[config.mk]
export PLATFORM = sky130hd
export DESIGN_NAME = pic_top
export DESIGN_NICKNAME = d
export VERILOG_FILES = /design/src/pic_pkg.sv /design/src/pic_top.sv /design/src/pic_controller.sv /design/src/pic_priority_resolver.sv /design/src/pic_cmd_decoder.sv
export VERILOG_INCLUDE_DIRS = /design/src /design/src/include
export SDC_FILE = /design/constraint.sdc
export NUM_CORES = 1
export LEC_CHECK = 0
export BUFFER_PORTS_ARGS = -buffer_cell sky130_fd_sc_hd__buf_4
export CORE_UTILIZATION = 25
export CTS_BUF_LIST = sky130_fd_sc_hd__clkbuf_16
export CTS_CLUSTER_SIZE = 10
export DETAILED_ROUTE_END_ITERATION = 8
export SLEW_MARGIN = 20
export SYNTH_ARGS = -nofsm -noshare
export SYNTH_HDL_FRONTEND = slang
export SYNTH_HIERARCHICAL = 1
export SYNTH_SLANG_ARGS = --single-unit
[constraint.sdc]
create_clock -name clk -period 6.85 [get_ports clk]
set_input_delay 0 -clock clk [delete_from_list [all_inputs] [get_ports clk]]
set_output_delay 0 -clock clk [all_outputs]
set_load 0.02 [all_outputs]
[src/include/pic_cfg.svh]
// pic configuration constants

`ifndef PIC_CFG_SVH
`define PIC_CFG_SVH

// ----------------------------------------
// chip geometry
// ----------------------------------------

// request lines per chip
`define PIC_LINES 8

// master line fed by the slave request latch
`define PIC_CASCADE_LINE 2

// ----------------------------------------
// vector offsets after reset
// ----------------------------------------

`define PIC_MASTER_OFFSET_RST 5'h01
`define PIC_SLAVE_OFFSET_RST 5'h0E

// ----------------------------------------
// OCW2 commands, upper five bits
// ----------------------------------------

`define PIC_OCW2_EOI 8'h20           // non-specific EOI
`define PIC_OCW2_ROT_EOI 8'hA0       // rotate on non-specific EOI
`define PIC_OCW2_SPEC_EOI 8'h60      // specific EOI, line in bits 2:0
`define PIC_OCW2_SET_PRIO 8'hC0      // set lowest priority line
`define PIC_OCW2_ROT_SPEC_EOI 8'hE0  // specific EOI plus rotate

`endif
[src/pic_pkg.sv]
// pic shared types

`include "pic_cfg.svh"

package pic_pkg;

    // ----------------------------------------
    // request line sets and indices
    // ----------------------------------------

    // one bit per request line
    typedef logic [`PIC_LINES-1:0] irq_vec_t;

    // index of one request line
    typedef logic [$clog2(`PIC_LINES)-1:0] irq_idx_t;

    // ----------------------------------------
    // vectors and bus data
    // ----------------------------------------

    // vector base from ICW2
    typedef logic [4:0] vec_offset_t;

    // offset in the upper bits, line index below
    typedef logic [7:0] int_vector_t;

    // byte on the I/O port
    typedef logic [7:0] io_data_t;

endpackage

[src/pic_top.sv]
// cascaded 8259 pair

`timescale 1ns/1ps

`include "pic_cfg.svh"

module pic_top (
    input  logic                 clk,
    input  logic                 rst_n,
    input  logic                 io_address,
    input  logic                 io_read,
    input  logic                 io_write,
    input  pic_pkg::io_data_t    io_writedata,
    output pic_pkg::io_data_t    io_readdata,
    input  logic                 io_master_cs,
    input  logic                 io_slave_cs,
    input  logic [15:0]          interrupt_input,
    output logic                 interrupt_do,
    output pic_pkg::int_vector_t interrupt_vector,
    input  logic                 interrupt_done
);
    import pic_pkg::*;

    localparam irq_idx_t CASCADE = irq_idx_t'(`PIC_CASCADE_LINE);

    logic        master_write;
    logic        slave_write;
    logic        master_read;
    logic        slave_read;
    irq_vec_t    master_lines;
    logic        master_irq;
    int_vector_t master_vector;
    io_data_t    master_data;
    logic        slave_irq_latched;
    int_vector_t slave_vector;
    io_data_t    slave_data;
    logic        slave_active;
    logic        load_vector;
    irq_idx_t    master_ack_line;

    // ----------------------------------------
    // bus qualification
    // ----------------------------------------

    assign master_write = io_write && io_master_cs;
    assign slave_write  = io_write && io_slave_cs;
    assign master_read  = io_read && io_master_cs;
    assign slave_read   = io_read && io_slave_cs;

    // slave request replaces the cascade input
    always_comb begin
        master_lines = interrupt_input[7:0];
        master_lines[CASCADE] = slave_irq_latched;
    end

    assign master_ack_line = slave_active ? CASCADE : interrupt_vector[2:0];

    pic_controller #(
        .OFFSET_RST(`PIC_MASTER_OFFSET_RST)
    ) master_i (
        .clk        (clk),
        .rst_n      (rst_n),
        .write      (master_write),
        .address    (io_address),
        .writedata  (io_writedata),
        .lines      (master_lines),
        .ack        (interrupt_done),
        .ack_line   (master_ack_line),
        .irq        (master_irq),
        .irq_latched(interrupt_do),  // CPU request follows the master latch
        .vector     (master_vector),
        .read_data  (master_data)
    );

    pic_controller #(
        .OFFSET_RST(`PIC_SLAVE_OFFSET_RST)
    ) slave_i (
        .clk        (clk),
        .rst_n      (rst_n),
        .write      (slave_write),
        .address    (io_address),
        .writedata  (io_writedata),
        .lines      (interrupt_input[15:8]),
        .ack        (interrupt_done && slave_active),
        .ack_line   (interrupt_vector[2:0]),
        .irq        (),
        .irq_latched(slave_irq_latched),
        .vector     (slave_vector),
        .read_data  (slave_data)
    );

    // ----------------------------------------
    // vector handoff
    // ----------------------------------------

    assign load_vector = master_irq && !interrupt_do;  // same edge interrupt_do rises

    always_ff @(posedge clk or negedge rst_n) begin
        if (!rst_n) begin
            interrupt_vector <= '0;
            slave_active     <= 1'b0;
        end else if (load_vector) begin
            slave_active     <= master_vector[2:0] == CASCADE;
            interrupt_vector <= (master_vector[2:0] == CASCADE) ? slave_vector : master_vector;
        end
    end

    // read data lands on the edge after the strobe
    always_ff @(posedge clk) begin
        if (master_read) begin
            io_readdata <= master_data;
        end else if (slave_read) begin
            io_readdata <= slave_data;
        end
    end

endmodule

[src/pic_controller.sv]
// single 8259 chip

`timescale 1ns/1ps

`include "pic_cfg.svh"

module pic_controller #(
    parameter pic_pkg::vec_offset_t OFFSET_RST = `PIC_MASTER_OFFSET_RST
) (
    input  logic                clk,
    input  logic                rst_n,
    input  logic                write,
    input  logic                address,
    input  pic_pkg::io_data_t   writedata,
    input  pic_pkg::irq_vec_t   lines,
    input  logic                ack,
    input  pic_pkg::irq_idx_t   ack_line,
    output logic                irq,
    output logic                irq_latched,
    output pic_pkg::int_vector_t vector,
    output pic_pkg::io_data_t   read_data
);
    import pic_pkg::*;

    logic        init;
    logic        mask_write;
    logic        eoi_highest;
    logic        eoi_specific;
    irq_idx_t    eoi_line;
    logic        read_isr;
    irq_idx_t    lowest_priority;
    vec_offset_t offset;
    irq_idx_t    winner;
    irq_idx_t    top_in_service;

    irq_vec_t lines_q;
    irq_vec_t rise;
    irq_vec_t irr;
    irq_vec_t isr;
    irq_vec_t imr;
    irq_vec_t ack_bits;
    irq_vec_t isr_clear;

    pic_cmd_decoder #(
        .OFFSET_RST(OFFSET_RST)
    ) decoder_i (
        .clk            (clk),
        .rst_n          (rst_n),
        .write          (write),
        .address        (address),
        .writedata      (writedata),
        .init           (init),
        .mask_write     (mask_write),
        .eoi_highest    (eoi_highest),
        .eoi_specific   (eoi_specific),
        .eoi_line       (eoi_line),
        .read_isr       (read_isr),
        .lowest_priority(lowest_priority),
        .offset         (offset)
    );

    pic_priority_resolver resolver_i (
        .pending        (irr & ~imr),
        .in_service     (isr),
        .lowest_priority(lowest_priority),
        .irq            (irq),
        .winner         (winner),
        .top_in_service (top_in_service)
    );

    // ----------------------------------------
    // request capture
    // ----------------------------------------

    always_ff @(posedge clk or negedge rst_n) begin
        if (!rst_n) begin
            lines_q <= '0;
        end else begin
            lines_q <= lines;
        end
    end

    assign rise = lines & ~lines_q;
    assign ack_bits = ack ? irq_vec_t'(1) << ack_line : '0;

    assign isr_clear = eoi_specific ? irq_vec_t'(1) << eoi_line :
                       eoi_highest  ? irq_vec_t'(1) << top_in_service : '0;

    always_ff @(posedge clk or negedge rst_n) begin
        if (!rst_n) begin
            irr <= '0;
            isr <= '0;
            imr <= '1;  // all lines masked until ICW1
        end else if (init) begin
            irr <= '0;
            isr <= '0;
            imr <= '0;
        end else begin
            irr <= (irr & lines & ~ack_bits) | rise;  // drops if line goes low
            isr <= (isr & ~isr_clear) | ack_bits;
            if (mask_write) begin
                imr <= writedata;
            end
        end
    end

    // held from request until the CPU takes it
    always_ff @(posedge clk or negedge rst_n) begin
        if (!rst_n) begin
            irq_latched <= 1'b0;
        end else if (init || ack) begin
            irq_latched <= 1'b0;
        end else if (irq) begin
            irq_latched <= 1'b1;
        end
    end

    // ----------------------------------------
    // vector and read back
    // ----------------------------------------

    assign vector = {offset, winner};
    assign read_data = address  ? imr :
                       read_isr ? isr : irr;

endmodule

[src/pic_priority_resolver.sv]
// pic rotating priority resolver

`timescale 1ns/1ps

`include "pic_cfg.svh"

module pic_priority_resolver (
    input  pic_pkg::irq_vec_t pending,
    input  pic_pkg::irq_vec_t in_service,
    input  pic_pkg::irq_idx_t lowest_priority,
    output logic              irq,
    output pic_pkg::irq_idx_t winner,
    output pic_pkg::irq_idx_t top_in_service
);
    import pic_pkg::*;

    irq_idx_t shift;
    irq_vec_t candidates;
    irq_vec_t rot_req;
    irq_vec_t rot_isr;
    irq_idx_t pos_req;
    irq_idx_t pos_isr;

    // ----------------------------------------
    // helpers
    // ----------------------------------------

    // move bit (shift + i) down to bit i
    function automatic irq_vec_t rotate(input irq_vec_t v, input irq_idx_t amount);
        logic [2*`PIC_LINES-1:0] doubled;
        doubled = {v, v} >> amount;
        return doubled[`PIC_LINES-1:0];
    endfunction

    // lowest set bit, last position when empty
    function automatic irq_idx_t first_set(input irq_vec_t v);
        irq_idx_t idx;
        idx = irq_idx_t'(`PIC_LINES - 1);
        for (int i = `PIC_LINES - 1; i >= 0; i--) begin
            if (v[i]) begin
                idx = irq_idx_t'(i);
            end
        end
        return idx;
    endfunction

    // ----------------------------------------
    // priority search
    // ----------------------------------------

    assign shift = lowest_priority + 3'd1;  // highest priority line
    assign candidates = pending & ~in_service;

    assign rot_req = rotate(candidates, shift);
    assign rot_isr = rotate(in_service, shift);

    assign pos_req = first_set(rot_req);
    assign pos_isr = first_set(rot_isr);

    // back to real line numbers
    assign winner = shift + pos_req;
    assign top_in_service = shift + pos_isr;

    // an empty ISR blocks nothing
    assign irq = (|candidates) && (in_service == '0 || pos_req < pos_isr);

endmodule

[src/pic_cmd_decoder.sv]
// pic command decoder

`timescale 1ns/1ps

`include "pic_cfg.svh"

module pic_cmd_decoder #(
    parameter pic_pkg::vec_offset_t OFFSET_RST = `PIC_MASTER_OFFSET_RST
) (
    input  logic                 clk,
    input  logic                 rst_n,
    input  logic                 write,
    input  logic                 address,
    input  pic_pkg::io_data_t    writedata,
    output logic                 init,
    output logic                 mask_write,
    output logic                 eoi_highest,
    output logic                 eoi_specific,
    output pic_pkg::irq_idx_t    eoi_line,
    output logic                 read_isr,
    output pic_pkg::irq_idx_t    lowest_priority,
    output pic_pkg::vec_offset_t offset
);
    import pic_pkg::*;

    logic       in_init;
    logic       need_icw4;
    logic [2:0] next_icw;
    logic       icw2;
    logic       icw3;
    logic       icw4;
    logic       ocw2;
    logic       ocw3;
    io_data_t   cmd_byte;

    // ----------------------------------------
    // write classification
    // ----------------------------------------

    assign init = write && !address && writedata[4];
    assign icw2 = write && address && in_init && next_icw == 3'd2;
    assign icw3 = write && address && in_init && next_icw == 3'd3;
    assign icw4 = write && address && in_init && next_icw == 3'd4;

    assign mask_write = write && address && !in_init;  // OCW1
    assign ocw2 = write && !address && writedata[4:3] == 2'b00;
    assign ocw3 = write && !address && writedata[4:3] == 2'b01;

    assign cmd_byte = {writedata[7:3], 3'b000};  // low bits carry the line

    assign eoi_highest = ocw2 && (cmd_byte == `PIC_OCW2_EOI || cmd_byte == `PIC_OCW2_ROT_EOI);
    assign eoi_specific = ocw2 &&
        (cmd_byte == `PIC_OCW2_SPEC_EOI || cmd_byte == `PIC_OCW2_ROT_SPEC_EOI);
    assign eoi_line = writedata[2:0];

    // ----------------------------------------
    // init sequence
    // ----------------------------------------

    always_ff @(posedge clk or negedge rst_n) begin
        if (!rst_n) begin
            in_init   <= 1'b0;
            need_icw4 <= 1'b0;
            next_icw  <= 3'd0;
        end else if (init) begin
            in_init   <= 1'b1;
            need_icw4 <= writedata[0];  // IC4 bit
            next_icw  <= 3'd2;
        end else if (icw2) begin
            next_icw <= 3'd3;
        end else if (icw3) begin
            if (need_icw4) begin
                next_icw <= 3'd4;
            end else begin
                in_init <= 1'b0;  // sequence ends at ICW3
            end
        end else if (icw4) begin
            in_init <= 1'b0;  // contents ignored
        end
    end

    always_ff @(posedge clk or negedge rst_n) begin
        if (!rst_n) begin
            offset <= OFFSET_RST;
        end else if (icw2) begin
            offset <= writedata[7:3];
        end
    end

    // ----------------------------------------
    // operation commands
    // ----------------------------------------

    always_ff @(posedge clk or negedge rst_n) begin
        if (!rst_n) begin
            lowest_priority <= irq_idx_t'(`PIC_LINES - 1);
        end else if (init) begin
            lowest_priority <= irq_idx_t'(`PIC_LINES - 1);
        end else if (ocw2 && cmd_byte == `PIC_OCW2_ROT_EOI) begin
            lowest_priority <= lowest_priority + 3'd1;  // step round by one
        end else if (ocw2 && (cmd_byte == `PIC_OCW2_SET_PRIO ||
                              cmd_byte == `PIC_OCW2_ROT_SPEC_EOI)) begin
            lowest_priority <= writedata[2:0];  // named line goes last
        end
    end

    always_ff @(posedge clk or negedge rst_n) begin
        if (!rst_n) begin
            read_isr <= 1'b0;
        end else if (init) begin
            read_isr <= 1'b0;
        end else if (ocw3 && writedata[1]) begin
            read_isr <= writedata[0];  // RR set, RIS picks ISR
        end
    end

endmodule

==> impl_results.md <==
* Reg2Reg Depth at 14
* CP Capture Type: flop
* Postcts setup bufs at 0
* Post-synthesis mux area share at a little over a fifth
* Largest family of logic cells by synthesized area: multiplexers
* Syn_area_per_cell at roughly 10 um^2
* CP Cell Sequence: ha_1, xnor2_2, mux4_2, mux2_2, a211o_1, a211oi_2, ha_1, inv_1, fa_1, xnor2_1, xnor2_1, or3b_1, mux2i_1, a21oi_1
* Drt via density at 5.098
* Tot GR Track Use at between 10% and 20%
* Antenna Cells at 0
* Arrival @ worst endpoint at between 5 and 6 ns
* Setup violations, final at 0
* CTS root buf: clkbuf_16
* Post-synthesis cell area at approximately 0.0076 mm^2
* FF+latch count, synth at roughly 110
* Worst path slowest cell: xnor2_2
* Sw Ratio at a little over two fifths
* Xor-xnor portion of the synthesized cell area at roughly 1.6%
* DRT Wirelength at 20.20 mm
* Syn nets at between 700 and 800
* Die Y at ~180 um
* Synthesis-to-finish area growth at 15.73%
* Dpl cell area at between 0.008 and 0.009 mm^2
* Post-Synth Simple-Gate Area at approximately 19%
* CP startpoint kind: flop
* Worst min path class: in2reg
* Minimum clock period at 4.771 ns
* Sequential share of the synthesized area at between 30% and 40%
* Fin util at 29.53%
* Die Area at between 0.03 and 0.04 mm^2
* RSZ-0062 raised after global routing: false
* Longest Clk Path Bufs at 2
* Worst slew pin tran at ~0.95 ns
* Synth cell types at 80
* Setup WS pre-CTS at between 2 and 2.5 ns
* CTS H-tree depth at 3
* First-pass GRT wire length at approximately 33 mm
* Num CTS Buffers at 9
* Post-cts resize count at 0
* Gr ovfl total at 0
* Clock power frac at around 16%
* Vias in the first global route at 5753
* DR vias at ~6000
* Hold Path Depth at 3
* Area fraction in compound gates after synthesis at 12.79%
* Clock Sinks at around 110
* CP peak stage delay at 0.67 ns
* Final instance area at 0.008798 mm^2
* Port Buf Inserts at 47
* Max-capacitance violation count at 0
* I/O Pins at 49
* Per-cell routed wire length at approximately 17 um
* Worst setup path category: reg2reg
* Asr flop ratio synth at 92.79%
* Slew headroom at a little over a third
* Clock Skew at approximately 0.015 ns
* CP required at 7.09 ns
* Pin count of the biggest net entering global routing at 57
* Fin Setup TNS at 0 ns
* Cell Pwr Density at between 300 and 400 mW/mm^2
* Final Slew Violations at 0
* Yosys warns at 6
* Antenna Violating Nets Remaining at 0
* Gpl congestion at around 0.89
* CP max FO at 15
* Maximum vdd drop at 0.2652 mV
* Number of cell rows at 63
* Combinational share of power at around 52%
* Final HPWL DP at ~15 mm
* Starting density of the core at about a quarter
* Post-synth EDFFs at 8
* FMAX at about 210 MHz
* Post-route setup slack at about 2.1 ns
* Period utilization at a little over two thirds
* Initial antenna violation count at 0
* Post-route DRC at 0
* Primary FF master, synth: dfrtp_1
* Die span in x at ~180 um
* DRT Pass-1 Iters at 5
* Sw power at 1468 uW
* Clock Latency Late Sink at between 0.3 and 0.4 ns
* Register share of total power at 32.4%
* Static Leak at 0.003633 uW
* Cell internal pwr at 1972 uW
* DRT iter0 DRCs at 561
* CTS tree: yes
* NumNets Final at slightly above 800
* Outcome: finished clean
* Final hold vios at 0
* Share of cells above drive strength 1 at a little under a quarter
* Reg clk slew, reported paths at around 0.080 ns
* Mapped Cells at 730
* Post-Synth Adder-Cell Area at 3.028%
* Core Area at a little under 0.03 mm^2
[worst max-delay path: cells and delay by family (launching register included)]
kind,cells,cell delay [ns]
simple gates,1,0.61
buf+inv,1,0.05
flops,1,0.49
mux,3,0.91
xor+xnor,3,1.03
fa+ha+maj,3,0.91
compound gates,3,0.63
[sequential cells by signal (all words and copies together) (netlist names), 3 cells and up]
register and flops:
interrupt_vector 8, io_readdata 8, master_i/imr 8, master_i/irr 8, master_i/isr 8, master_i/lines_q 8, slave_i/imr 8, slave_i/irr 8
slave_i/isr 8, slave_i/lines_q 8, master_i/decoder_i/offset 5, slave_i/decoder_i/offset 5, master_i/decoder_i/lowest_priority 3, master_i/decoder_i/next_icw 3, slave_i/decoder_i/lowest_priority 3, slave_i/decoder_i/next_icw 3
[cells in the final DEF, fill, tap and decap left out, types with 4 or more instances in the layout]
| cell type | count |
|---|---|
| nor3b_1 | 4 |
| inv_8 | 5 |
| inv_2 | 4 |
| o2111ai_1 | 4 |
| nand2b_4 | 4 |
| dfrtp_1 | 77 |
| o21ai_0 | 42 |
| nor3_1 | 12 |
| mux4_2 | 26 |
| mux2i_1 | 62 |
| nor2b_1 | 30 |
| mux2_2 | 29 |
| o311ai_0 | 5 |
| dfstp_2 | 26 |
| mux2_4 | 5 |
| nand3b_1 | 8 |
| inv_1 | 20 |
| o22ai_1 | 8 |
| fa_1 | 4 |
| clkbuf_16 | 9 |
| edfxtp_1 | 8 |
| and2b_1 | 6 |
| o21ai_1 | 9 |
| nor4_1 | 4 |
| nor2_1 | 50 |
| xnor2_1 | 8 |
| o221ai_1 | 7 |
| nand4b_1 | 4 |
| and2_1 | 9 |
| nand4_1 | 6 |
| buf_4 | 51 |
| ha_1 | 12 |
| nand2b_1 | 23 |
| dlygate4sd3_1 | 23 |
| nand2_1 | 71 |
| a21oi_1 | 34 |
| a211o_1 | 5 |
[cells in the mapped netlist, types with 7 or more instances]
library cell	instances	area [um^2]
o221ai_1	7	61.31
nand2b_1	23	143.9
o22ai_1	8	50.05
mux2i_1	62	620.6
a21oi_1	34	170.2
nand2_1	71	266.5
dfrtp_1	77	1927
nor2_1	50	187.7
xnor2_1	8	70.07
dfstp_2	26	683.2
ha_1	12	150.1
nand3b_1	8	60.06
inv_1	20	75.07
and2_1	9	56.30
o21ai_1	9	45.04
nor3_1	12	60.06
buf_4	10	75.07
mux2_2	29	326.6
edfxtp_1	8	240.2
buf_2	13	65.06
o21ai_0	42	210.2
nor2b_1	30	187.7
mux4_2	26	585.6
[kinds of logic after synthesis]
logic type / Yosys count
flops: 111
compound gates: 149
buf+inv: 57
fa+ha+maj: 16
simple gates: 261
mux: 124
xor+xnor: 12
[stage by stage]
stage / hold slack (ns) / total power, uW / cells
floorplan: -0.2956 / 2395 / 730
global placement: 0.04782 / 2838 / 1139
detailed placement: 0.05680 / 2866 / 1139
CTS: 0.008178 / 3438 / 1178
global route: 0.02656 / 3706 / 1178
finish: 0.01901 / 3440 / 1178
[power groups by stage]
stage / clock network [uW] / registers [uW] / logic (uW)
after floorplan: 0 / 1060 / 1340
after global placement: 0 / 1120 / 1720
after detailed placement: 0 / 1120 / 1750
after CTS: 558 / 1110 / 1770
after global routing: 585 / 1140 / 1980
final: 542 / 1110 / 1780
[cell type report]
class,instances,area (um^2)
sequential,111,2850
inverter,25,93.84
timing repair buffer,74,613.1
clock inverter,7,81.33
multi-input combinational,562,4447
clock buffer,9,225.2
fill,3108,21000
tap,390,488.0
[per-layer routing]
layer | wire [um] | share of wire, % | GRT usage (%) | vias up
li1 | - | - | - | 2796
met1 | 9625 | 48 | 19.38 | 2991
met2 | 9091 | 45 | 20.21 | 183
met3 | 826 | 4.1 | 1.572 | 36
met4 | 659 | 3.3 | 5.855 | 0
met5 | 0 | 0 | 0 | -
[worst paths after layout]
path,startpoint,to,slack [ns]
worst max-delay path,master_i/decoder_i/lowest_priority[0],interrupt_vector[6],2.08
worst min-delay path,io_writedata[5],master_i/imr[5],0.02
worst max register to register,master_i/decoder_i/lowest_priority[0],interrupt_vector[6],2.08
worst min register to register,master_i/lines_q[0],master_i/irr[0],0.41
max in group asynchronous,rst_n,master_i/lines_q[5],5.46
min in group asynchronous,rst_n,slave_i/lines_q[4],0.18
[repair_timing]
action | 4_1_cts | 5_1_grt
endpoints found under the hold margin | 80 | 0
setup endpoints to repair | 0 | 0
hold buffers | 23 | 0
Note: power is estimated with default switching activity, not from simulation.
